===== src/verilog/jtag_dtm_pkg.sv =====
// shared widths and codes for the debug transport; IR is 5 bits and the DMI register is 44 bits
package jtag_dtm_pkg;

    // register widths
    localparam int IR_WIDTH       = 5;
    localparam int ABITS          = 10;
    localparam int DMI_DATA_WIDTH = 32;
    localparam int DMI_WIDTH      = ABITS + DMI_DATA_WIDTH + 2;

    typedef logic [IR_WIDTH-1:0]       ir_t;
    typedef logic [ABITS-1:0]          dmi_addr_t;
    typedef logic [DMI_DATA_WIDTH-1:0] dmi_data_t;
    typedef logic [1:0]                dmi_op_t;
    // address on top, data in the middle, op in the low two bits
    typedef logic [DMI_WIDTH-1:0]      dmi_reg_t;

    // any code not listed here behaves as bypass
    localparam ir_t IR_IDCODE = 5'h01;
    localparam ir_t IR_CUSTOM = 5'h0A;
    localparam ir_t IR_DMI    = 5'h11;
    localparam ir_t IR_BYPASS = 5'h1F;

    // ops towards the debug module
    localparam dmi_op_t OP_NOP      = 2'd0;
    localparam dmi_op_t OP_READ     = 2'd1;
    localparam dmi_op_t OP_WRITE    = 2'd2;
    localparam dmi_op_t OP_RESERVED = 2'd3;

    // status returned on a completed read
    localparam dmi_op_t OP_SUCCESS = 2'd0;

    typedef enum logic [3:0] {
        ST_TLR,
        ST_RUN_IDLE,
        ST_SELECT_DR,
        ST_CAPTURE_DR,
        ST_SHIFT_DR,
        ST_EXIT1_DR,
        ST_PAUSE_DR,
        ST_EXIT2_DR,
        ST_UPDATE_DR,
        ST_SELECT_IR,
        ST_CAPTURE_IR,
        ST_SHIFT_IR,
        ST_EXIT1_IR,
        ST_PAUSE_IR,
        ST_EXIT2_IR,
        ST_UPDATE_IR
    } tap_state_t;

endpackage


===== src/verilog/jtag_pin_sync.sv =====
// needs SYNC_STAGES >= 1; jtag_clk must stay stable for several clk cycles per half period
`timescale 1ns/1ps

module jtag_pin_sync #(
    parameter int SYNC_STAGES = 2
) (
    input  logic clk,
    input  logic rst_n,
    input  logic jtag_clk_i,
    input  logic jtag_tms_i,
    input  logic jtag_tdi_i,
    output logic tck_rise_o,
    output logic tck_fall_o,
    output logic tms_o,
    output logic tdi_o
);

    // lane 2 is tck, lane 1 tms, lane 0 tdi; one extra stage for edge detection
    logic [SYNC_STAGES:0][2:0] pin_q;
    logic tck_rise_q;
    logic tck_fall_q;
    logic tck_sync;
    logic tck_prev;

    assign tck_sync = pin_q[SYNC_STAGES-1][2];
    assign tck_prev = pin_q[SYNC_STAGES][2];

    always_ff @(posedge clk)
    begin
        if (!rst_n)
        begin
            pin_q      <= '0;
            tck_rise_q <= 1'b0;
            tck_fall_q <= 1'b0;
        end
        else
        begin
            pin_q      <= {pin_q[SYNC_STAGES-1:0], {jtag_clk_i, jtag_tms_i, jtag_tdi_i}};
            tck_rise_q <= tck_sync & ~tck_prev;
            tck_fall_q <= ~tck_sync & tck_prev;
        end
    end

    assign tck_rise_o = tck_rise_q;
    assign tck_fall_o = tck_fall_q;
    // tms and tdi leave the last stage, in step with the edge pulses
    assign tms_o      = pin_q[SYNC_STAGES][1];
    assign tdi_o      = pin_q[SYNC_STAGES][0];

endmodule


===== src/verilog/tap_controller.sv =====
// TAP state machine stepping on tck_rise pulses; all strobes are single clk pulses with tck_rise
`timescale 1ns/1ps

module tap_controller
    import jtag_dtm_pkg::*;
(
    input  logic       clk,
    input  logic       rst_n,
    input  logic       tck_rise_i,
    input  logic       tms_i,
    output tap_state_t state_o,
    output logic       capture_dr_o,
    output logic       shift_dr_o,
    output logic       update_dr_o,
    output logic       capture_ir_o,
    output logic       shift_ir_o,
    output logic       update_ir_o,
    output logic       tlr_reset_o
);

    tap_state_t state_q;
    tap_state_t state_d;

    // standard IEEE 1149.1 graph
    always_comb
    begin
        case (state_q)
            ST_TLR:        state_d = tms_i ? ST_TLR       : ST_RUN_IDLE;
            ST_RUN_IDLE:   state_d = tms_i ? ST_SELECT_DR : ST_RUN_IDLE;
            ST_SELECT_DR:  state_d = tms_i ? ST_SELECT_IR : ST_CAPTURE_DR;
            ST_CAPTURE_DR: state_d = tms_i ? ST_EXIT1_DR  : ST_SHIFT_DR;
            ST_SHIFT_DR:   state_d = tms_i ? ST_EXIT1_DR  : ST_SHIFT_DR;
            ST_EXIT1_DR:   state_d = tms_i ? ST_UPDATE_DR : ST_PAUSE_DR;
            ST_PAUSE_DR:   state_d = tms_i ? ST_EXIT2_DR  : ST_PAUSE_DR;
            ST_EXIT2_DR:   state_d = tms_i ? ST_UPDATE_DR : ST_SHIFT_DR;
            ST_UPDATE_DR:  state_d = tms_i ? ST_SELECT_DR : ST_RUN_IDLE;
            ST_SELECT_IR:  state_d = tms_i ? ST_TLR       : ST_CAPTURE_IR;
            ST_CAPTURE_IR: state_d = tms_i ? ST_EXIT1_IR  : ST_SHIFT_IR;
            ST_SHIFT_IR:   state_d = tms_i ? ST_EXIT1_IR  : ST_SHIFT_IR;
            ST_EXIT1_IR:   state_d = tms_i ? ST_UPDATE_IR : ST_PAUSE_IR;
            ST_PAUSE_IR:   state_d = tms_i ? ST_EXIT2_IR  : ST_PAUSE_IR;
            ST_EXIT2_IR:   state_d = tms_i ? ST_UPDATE_IR : ST_SHIFT_IR;
            ST_UPDATE_IR:  state_d = tms_i ? ST_SELECT_DR : ST_RUN_IDLE;
            default:       state_d = ST_TLR;
        endcase
    end

    always_ff @(posedge clk)
    begin
        if (!rst_n)
            state_q <= ST_TLR;
        else if (tck_rise_i)
            state_q <= state_d;
    end

    // actions belong to the state the rising edge is taken in
    assign capture_dr_o = tck_rise_i && (state_q == ST_CAPTURE_DR);
    assign shift_dr_o   = tck_rise_i && (state_q == ST_SHIFT_DR);
    assign update_dr_o  = tck_rise_i && (state_q == ST_UPDATE_DR);
    assign capture_ir_o = tck_rise_i && (state_q == ST_CAPTURE_IR);
    assign shift_ir_o   = tck_rise_i && (state_q == ST_SHIFT_IR);
    assign update_ir_o  = tck_rise_i && (state_q == ST_UPDATE_IR);
    assign tlr_reset_o  = tck_rise_i && (state_q == ST_TLR);

    assign state_o = state_q;

endmodule


===== src/verilog/tap_instruction_reg.sv =====
// 5-bit instruction register, LSB shifted first; IDCODE after reset or Test-Logic-Reset
`timescale 1ns/1ps

module tap_instruction_reg
    import jtag_dtm_pkg::*;
(
    input  logic clk,
    input  logic rst_n,
    input  logic capture_ir_i,
    input  logic shift_ir_i,
    input  logic update_ir_i,
    input  logic tlr_reset_i,
    input  logic tdi_i,
    output ir_t  ir_o,
    output logic ir_tdo_bit_o
);

    ir_t ir_shift_q;
    ir_t ir_q;

    // capture pattern ends in 01 as 1149.1 asks
    always_ff @(posedge clk)
    begin
        if (capture_ir_i)
            ir_shift_q <= ir_t'(1);
        else if (shift_ir_i)
            ir_shift_q <= {tdi_i, ir_shift_q[IR_WIDTH-1:1]};
    end

    always_ff @(posedge clk)
    begin
        if (!rst_n || tlr_reset_i)
            ir_q <= IR_IDCODE;
        else if (update_ir_i)
            ir_q <= ir_shift_q;
    end

    assign ir_o         = ir_q;
    assign ir_tdo_bit_o = ir_shift_q[0];

endmodule


===== src/verilog/tap_data_regs.sv =====
// IDCODE is read-only; codes other than IDCODE, custom and DMI select the 1-bit bypass
`timescale 1ns/1ps

module tap_data_regs
    import jtag_dtm_pkg::*;
#(
    parameter logic [31:0] JTAG_ID      = 32'h12345678,
    parameter logic [31:0] CUSTOM_RESET = 32'h0A0B0C0D
) (
    input  logic       clk,
    input  logic       rst_n,
    input  ir_t        ir_i,
    input  tap_state_t state_i,
    input  logic       capture_dr_i,
    input  logic       shift_dr_i,
    input  logic       update_dr_i,
    input  logic       tck_fall_i,
    input  logic       tdi_i,
    input  logic       ir_tdo_bit_i,
    input  dmi_reg_t   dmi_capture_value_i,
    output logic       dmi_update_o,
    output dmi_reg_t   dmi_update_value_o,
    output logic       jtag_tdo_o
);

    ir_t         ir_eff;
    logic [31:0] dr_shift_q;
    logic [31:0] custom_q;
    logic        bypass_q;
    dmi_reg_t    dmi_shift_q;
    logic        dr_tdo_bit;
    logic        tdo_q;

    // fold unknown codes onto bypass
    always_comb
    begin
        case (ir_i)
            IR_IDCODE, IR_CUSTOM, IR_DMI: ir_eff = ir_i;
            default:                      ir_eff = IR_BYPASS;
        endcase
    end

    // capture and shift with the LSB leaving first
    always_ff @(posedge clk)
    begin
        case (ir_eff)
            IR_IDCODE, IR_CUSTOM:
            begin
                if (capture_dr_i)
                    dr_shift_q <= (ir_eff == IR_IDCODE) ? JTAG_ID : custom_q;
                else if (shift_dr_i)
                    dr_shift_q <= {tdi_i, dr_shift_q[31:1]};
            end
            IR_DMI:
            begin
                if (capture_dr_i)
                    dmi_shift_q <= dmi_capture_value_i;
                else if (shift_dr_i)
                    dmi_shift_q <= {tdi_i, dmi_shift_q[DMI_WIDTH-1:1]};
            end
            default:
            begin
                if (capture_dr_i)
                    bypass_q <= 1'b0;
                else if (shift_dr_i)
                    bypass_q <= tdi_i;
            end
        endcase
    end

    always_ff @(posedge clk)
    begin
        if (!rst_n)
            custom_q <= CUSTOM_RESET;
        else if (update_dr_i && ir_eff == IR_CUSTOM)
            custom_q <= dr_shift_q;
    end

    assign dmi_update_o       = update_dr_i && (ir_eff == IR_DMI);
    assign dmi_update_value_o = dmi_shift_q;

    always_comb
    begin
        case (ir_eff)
            IR_IDCODE, IR_CUSTOM: dr_tdo_bit = dr_shift_q[0];
            IR_DMI:               dr_tdo_bit = dmi_shift_q[0];
            default:              dr_tdo_bit = bypass_q;
        endcase
    end

    // tdo moves on the falling tck edge and holds outside the shift states
    always_ff @(posedge clk)
    begin
        if (!rst_n)
            tdo_q <= 1'b0;
        else if (tck_fall_i && state_i == ST_SHIFT_IR)
            tdo_q <= ir_tdo_bit_i;
        else if (tck_fall_i && state_i == ST_SHIFT_DR)
            tdo_q <= dr_tdo_bit;
    end

    assign jtag_tdo_o = tdo_q;

endmodule


===== src/verilog/dmi_request.sv =====
// no back-pressure: a new request before ack overwrites addr_o and wdata_o
`timescale 1ns/1ps

module dmi_request
    import jtag_dtm_pkg::*;
(
    input  logic      clk,
    input  logic      rst_n,
    input  logic      dmi_update_i,
    input  dmi_reg_t  dmi_update_value_i,
    input  logic      ack_i,
    input  dmi_data_t rdata_i,
    output dmi_reg_t  dmi_capture_value_o,
    output dmi_addr_t addr_o,
    output dmi_data_t wdata_o,
    output logic      start_read_o,
    output logic      start_write_o
);

    dmi_reg_t  dmi_q;
    dmi_addr_t addr_q;
    dmi_data_t wdata_q;
    logic      start_read_q;
    logic      start_write_q;
    logic      read_pending_q;
    dmi_addr_t upd_addr;
    dmi_data_t upd_data;
    dmi_op_t   upd_op;

    assign upd_addr = dmi_update_value_i[DMI_WIDTH-1 -: ABITS];
    assign upd_data = dmi_update_value_i[2 +: DMI_DATA_WIDTH];
    assign upd_op   = dmi_update_value_i[1:0];

    always_ff @(posedge clk)
    begin
        if (dmi_update_i)
        begin
            addr_q  <= upd_addr;
            wdata_q <= upd_data;
        end
    end

    always_ff @(posedge clk)
    begin
        if (!rst_n)
        begin
            dmi_q          <= '0;
            read_pending_q <= 1'b0;
            start_read_q   <= 1'b0;
            start_write_q  <= 1'b0;
        end
        else
        begin
            start_read_q  <= 1'b0;
            start_write_q <= 1'b0;
            // read data lands in the data field and the address stays
            if (ack_i)
            begin
                read_pending_q <= 1'b0;
                if (read_pending_q)
                    dmi_q <= {dmi_q[DMI_WIDTH-1 -: ABITS], rdata_i, OP_SUCCESS};
            end
            // a fresh update wins over a same-cycle ack
            if (dmi_update_i)
            begin
                dmi_q <= dmi_update_value_i;
                case (upd_op)
                    OP_READ:
                    begin
                        start_read_q   <= 1'b1;
                        read_pending_q <= 1'b1;
                    end
                    OP_WRITE:
                        start_write_q <= 1'b1;
                    // NOP and reserved ops raise no strobe
                    default: ;
                endcase
            end
        end
    end

    assign dmi_capture_value_o = dmi_q;
    assign addr_o              = addr_q;
    assign wdata_o             = wdata_q;
    assign start_read_o        = start_read_q;
    assign start_write_o       = start_write_q;

endmodule


===== src/verilog/jtag_dtm.sv =====
// JTAG pins are sampled on clk, so tck must run well below clk/(2*(SYNC_STAGES+2))
`timescale 1ns/1ps

module jtag_dtm
    import jtag_dtm_pkg::*;
#(
    parameter logic [31:0] JTAG_ID      = 32'h12345678,
    parameter logic [31:0] CUSTOM_RESET = 32'h0A0B0C0D,
    parameter int          SYNC_STAGES  = 2
) (
    input  logic      clk,
    input  logic      rst_n,
    input  logic      jtag_clk_i,
    input  logic      jtag_tms_i,
    input  logic      jtag_tdi_i,
    input  logic      ack_i,
    input  dmi_data_t rdata_i,
    output logic      jtag_tdo_o,
    output dmi_addr_t addr_o,
    output dmi_data_t wdata_o,
    output logic      start_read_o,
    output logic      start_write_o
);

    logic       tck_rise;
    logic       tck_fall;
    logic       tms_s;
    logic       tdi_s;
    tap_state_t state;
    logic       capture_dr;
    logic       shift_dr;
    logic       update_dr;
    logic       capture_ir;
    logic       shift_ir;
    logic       update_ir;
    logic       tlr_reset;
    ir_t        ir;
    logic       ir_tdo_bit;
    logic       dmi_update;
    dmi_reg_t   dmi_update_value;
    dmi_reg_t   dmi_capture_value;

    jtag_pin_sync #(
        .SYNC_STAGES (SYNC_STAGES)
    ) u_pin_sync (
        .clk        (clk),
        .rst_n      (rst_n),
        .jtag_clk_i (jtag_clk_i),
        .jtag_tms_i (jtag_tms_i),
        .jtag_tdi_i (jtag_tdi_i),
        .tck_rise_o (tck_rise),
        .tck_fall_o (tck_fall),
        .tms_o      (tms_s),
        .tdi_o      (tdi_s)
    );

    tap_controller u_tap_ctrl (
        .clk          (clk),
        .rst_n        (rst_n),
        .tck_rise_i   (tck_rise),
        .tms_i        (tms_s),
        .state_o      (state),
        .capture_dr_o (capture_dr),
        .shift_dr_o   (shift_dr),
        .update_dr_o  (update_dr),
        .capture_ir_o (capture_ir),
        .shift_ir_o   (shift_ir),
        .update_ir_o  (update_ir),
        .tlr_reset_o  (tlr_reset)
    );

    tap_instruction_reg u_ir (
        .clk          (clk),
        .rst_n        (rst_n),
        .capture_ir_i (capture_ir),
        .shift_ir_i   (shift_ir),
        .update_ir_i  (update_ir),
        .tlr_reset_i  (tlr_reset),
        .tdi_i        (tdi_s),
        .ir_o         (ir),
        .ir_tdo_bit_o (ir_tdo_bit)
    );

    tap_data_regs #(
        .JTAG_ID      (JTAG_ID),
        .CUSTOM_RESET (CUSTOM_RESET)
    ) u_data_regs (
        .clk                 (clk),
        .rst_n               (rst_n),
        .ir_i                (ir),
        .state_i             (state),
        .capture_dr_i        (capture_dr),
        .shift_dr_i          (shift_dr),
        .update_dr_i         (update_dr),
        .tck_fall_i          (tck_fall),
        .tdi_i               (tdi_s),
        .ir_tdo_bit_i        (ir_tdo_bit),
        .dmi_capture_value_i (dmi_capture_value),
        .dmi_update_o        (dmi_update),
        .dmi_update_value_o  (dmi_update_value),
        .jtag_tdo_o          (jtag_tdo_o)
    );

    dmi_request u_dmi_req (
        .clk                 (clk),
        .rst_n               (rst_n),
        .dmi_update_i        (dmi_update),
        .dmi_update_value_i  (dmi_update_value),
        .ack_i               (ack_i),
        .rdata_i             (rdata_i),
        .dmi_capture_value_o (dmi_capture_value),
        .addr_o              (addr_o),
        .wdata_o             (wdata_o),
        .start_read_o        (start_read_o),
        .start_write_o       (start_write_o)
    );

endmodule


===== config.mk =====
export PLATFORM = sky130hd
export DESIGN_NAME = jtag_dtm
export DESIGN_NICKNAME = d
export VERILOG_FILES = /design/src/verilog/jtag_dtm_pkg.sv /design/src/verilog/jtag_pin_sync.sv /design/src/verilog/tap_controller.sv /design/src/verilog/tap_instruction_reg.sv /design/src/verilog/tap_data_regs.sv /design/src/verilog/dmi_request.sv /design/src/verilog/jtag_dtm.sv
export SDC_FILE = /design/constraint.sdc
export NUM_CORES = 1
export LEC_CHECK = 0
export ABC_AREA = 1
export BUFFER_PORTS_ARGS = -buffer_cell sky130_fd_sc_hd__buf_2
export CORE_MARGIN = 4
export CORE_UTILIZATION = 50
export CTS_BUF_LIST = sky130_fd_sc_hd__clkbuf_2
export DETAILED_ROUTE_END_ITERATION = 8
export PLACE_DENSITY = 0.72
export SYNTH_ARGS = -nofsm -noshare
export SYNTH_HDL_FRONTEND = slang
export SYNTH_SLANG_ARGS = --single-unit

===== constraint.sdc =====
create_clock -name clk -period 3.5 [get_ports clk]
set_clock_uncertainty 0.2 [all_clocks]
set_input_delay 0.875 -clock clk [delete_from_list [all_inputs] [get_ports clk]]
set_output_delay 0.875 -clock clk [all_outputs]
set_load 0.005 [all_outputs]

==> qor.log <==
[power] fraction of power spent switching nets 23.1%
[critical_path] worst reg2reg path startpoint u_tap_ctrl.state_o[2]$_SDFFE_PN0P_
[power] Peak supply drop 0.228 mV
[critical_path] slowest cell on the critical path nor2_4
[finish] fraction of final layout cells sized beyond drive strength 1 18.0%
[power] part of the total power dissipated in combinational logic 1.3%
[synthesis] Post-synth EDFFs 119
[critical_path] critical path start-end classification reg -> reg
[critical_path] cell breakdown of the critical path inv_1, nor2_1, nand2_1, nand2_1, nand2_1, nor2_4, buf_4
[critical_path] data required time at the worst endpoint 3790 ps
[cts] cell at the root of the clock tree clkbuf_2
[grt] antenna violations before repair 0
[sta] Fin. Hold Viols 0
[critical_path] critical path endpoint u_data_regs.dmi_update_value_o[12]$_DFFE_PP_
[finish] storage element area 0.00568 sq mm
[cts] CTS Hold Buffers Added 0
[cts] number of clock sinks seen by CTS 224
[power] Leakage Power 4.36 nW
[critical_path] cell repeated most along the worst path nand2_1
[finish] area of the multi-input gates 0.00271 sq mm
[critical_path] data arrival time of the critical path 2870 ps
[drt] DRT iter0 DRCs 509
[sta] pins over their slew limit 0
[critical_path] reg-to-reg endpoint u_data_regs.dmi_update_value_o[12]$_DFFE_PP_
[die] area of the die 0.0199 sq mm
[die] initial standard-cell utilization of the core 51.1%
[synthesis] post-synthesis cell area 0.00887 sq mm
[drt] antenna-violating nets left 0
[power] switching power summed over all nets 1.05 mW
[critical_path] CP peak stage delay 590 ps
[drt] routed length per placed instance 13.8 microns
[critical_path] Critical Path Source u_tap_ctrl.state_o[2]$_SDFFE_PN0P_
[synthesis] number of standard cells after synthesis 984
[synthesis] average size of a mapped cell 9.02 sq um
[cts] post-CTS repair timing setup buffer count 0
[synthesis] dominant register cell in the synthesized netlist edfxtp_1
[sta] unrepaired setup endpoints after global routing false
[sta] crit share post-route 73.6%
[cts] clock tree from TritonCTS built
[finish] final standard cell count with taps included and fillers excluded 1,352
[synthesis] synth unique cells 19
[cts] total number of H-tree levels 2
[cts] Clock transition at path regs 110 ps
[drt] number of remaining DRC errors 0
[sta] highest attainable clock frequency 0.388 GHz
[cts] clock buffer depth 3
[job] total of max-cap violations 0
[critical_path] R2R setup slack 920 ps
[synthesis] most common library cells after synthesis nand2_1, nor2_1, o21ai_0
[placement] input/output buffers 82
[grt] total gr overflow 0
[status] status complete, no violations
[synthesis] cells taking the most area after synthesis edfxtp_1, dfxtp_1, nand2_1
[critical_path] cell count of the worst reg-to-reg path 7
[critical_path] endpoint kind of the worst setup timing path register
[synthesis] post-synthesis sequential area ratio 64.0%
[cts] CTS-repair resized insts 0
[finish] synthesis-to-layout area growth 12.6%
[cts] Num CTS Buffers 56
[die] chip height 141 microns
[synthesis] post-synthesis cell type with the largest combined area edfxtp_1
[sta] slew margin rel. 32.2%
[critical_path] highest net fanout along the worst path 24
[hold_path] HP Class in -> reg
[grt] Total Routing Usage GR 19.1%
[grt] largest net degree at the start of global routing 107
[synthesis] net count after synthesis 1,022
[die] count of pins on the block boundary 83
[synthesis] area share of the leading cell type in the synthesized netlist 40.3%
[finish] utilization after layout 57.5%
[power] sequential fraction of design power 60.8%
[sta] count of final setup violators 0
[placement] instance count after placement with tap cells included 1,251
[cts] clock insertion delay at the later pin of the skew report 820 ps
[grt] global-route wire length before repair 31,800 microns
[drt] total via count after detailed routing 6,782
[die] Horiz. Die Dim 141 microns
[sta] Final min period 2580 ps
[critical_path] cell family contributing the most delay on the critical path simple AND/OR/NAND/NOR gates
[critical_path] Crit. path cell count 7
[power] internal power contribution 3.47 mW
[drt] post-DR vias/cell 5.02
[finish] antenna diode count 0
[placement] DPL Wire Length 11,000 microns
[synthesis] most repeated cell in the gate-level netlist after synthesis nand2_1
[placement] global placer's final weighted congestion 0.871
[sta] slew at the pin with the worst max-slew slack 1020 ps
[critical_path] crit path launch type register
[die] placeable core region 0.0174 sq mm
[power] relative contribution of the clock network to total power 38.0%
[synthesis] fraction of registers with async set/reset 0%
[grt] number of global-route vias before repair 6,659
[drt] Routed Wire Length 18,700 microns
[drt] first-pass iteration count of the detailed router 5
[die] total number of placement rows 48
[finish] filler cell count 1,553
[synthesis] Synth Warn # 0
[sta] accumulated negative setup slack 0 ps
[critical_path] critical path buffer and inverter count 2
[synthesis] register bit total from synthesis 224
[power] total power divided by cell area 452 mW/mm^2
[finish] Total Nets Final 1,122
routing by layer:
metal,track usage (%),share of wire (%)
met5,0,0
met4,6.94,1.6
met3,4.27,7.1
met2,29.9,45
met1,26.2,46
power by group through the flow:
stage | logic [mW] | clock network [mW] | registers (mW)
floorplan | 0.0242 | 0 | 2.80
global placement | 0.0587 | 0 | 2.80
detailed placement | 0.0579 | 0 | 2.80
CTS | 0.0581 | 1.78 | 2.74
global route | 0.0638 | 1.94 | 2.75
finish | 0.0580 | 1.71 | 2.74
how the worst min path moves through the flow:
stage,to,cells after the start,start,slack (ps)
global placement,u_pin_sync.tck_rise_o$_SDFF_PN0_,1,u_pin_sync.pin_q[8]$_SDFF_PN0_,200
floorplan,u_pin_sync.tck_fall_o$_SDFF_PN0_,1,u_pin_sync.pin_q[5]$_SDFF_PN0_,190
global route,u_pin_sync.pin_q[1]$_SDFF_PN0_,3,jtag_tms_i,40
CTS,u_pin_sync.pin_q[0]$_SDFF_PN0_,3,jtag_tdi_i,20
finish,u_pin_sync.pin_q[0]$_SDFF_PN0_,3,jtag_tdi_i,110
detailed placement,u_pin_sync.pin_q[4]$_SDFF_PN0_,2,u_pin_sync.pin_q[1]$_SDFF_PN0_,200
stage by stage:
step	total power [mW]	hold slack, ps	setup slack [ps]	instance area [sq um]
final	4.52	107	922	9990
after global routing	4.75	42.4	792	9990
after CTS	4.59	21.2	910	9990
after detailed placement	2.86	199	548	9480
after global placement	2.86	198	610	9480
after floorplan	2.83	190	164	8870
registers in the layout, indices dropped and copies added, names as in the netlist, 4 cells and up:
| signal | flops |
|---|---|
| u_ir.ir_o | 5 |
| u_ir.ir_shift_q | 5 |
| u_data_regs.custom_q | 32 |
| u_data_regs.dmi_update_value_o | 44 |
| u_dmi_req.wdata_o | 32 |
| u_data_regs.dr_shift_q | 32 |
| u_pin_sync.pin_q | 7 |
| u_tap_ctrl.state_o | 4 |
| u_dmi_req.addr_o | 10 |
| u_dmi_req.dmi_capture_value_o | 44 |
worst reg2reg max path, cell delays in order (launching register included):
cell,delay [ps]
dfxtp_1,490
inv_1,120
nor2_1,170
nand2_1,120
nand2_1,120
nand2_1,110
nor2_4,590
buf_4,340
layout make-up:
| cell class | count | share of cell area [%] |
|---|---|---|
| sequential | 224 | 56.8 |
| clock buffer | 96 | 4.81 |
| multi-input combinational | 637 | 27.1 |
| tap | 225 | 2.82 |
| inverter | 71 | 2.67 |
| timing repair buffer | 94 | 5.51 |
| clock inverter | 5 | 0.238 |
cells in the final DEF, fill, tap and decap left out:
cell type  netlist  layout
a21oi_1         15      15
buf_12           0       4
buf_2           20      82
buf_4            2       8
clkbuf_2         0      96
clkinv_1         0       4
dfxtp_1        105     105
edfxtp_1       119     119
inv_1           67      66
inv_2            4       5
inv_6            0       1
nand2_1        249     249
nand3_1         45      45
nand3_2          2       1
nand3_4          0       1
nand4_1          1       1
nor2_1         164     163
nor2_2           4       3
nor2_4           0       2
nor3_1           2       2
o21ai_0        135     135
o21ai_1         20      20
logic make-up after synthesis:
group                  Yosys count  synth area share (%)
and+or+nand+nor                467                  20.7
DFF                            224                  64.0
AOI/OAI and AO/OA              170                  9.59
buffers and inverters          123                  5.74
Power figures use the tool's default switching activity.
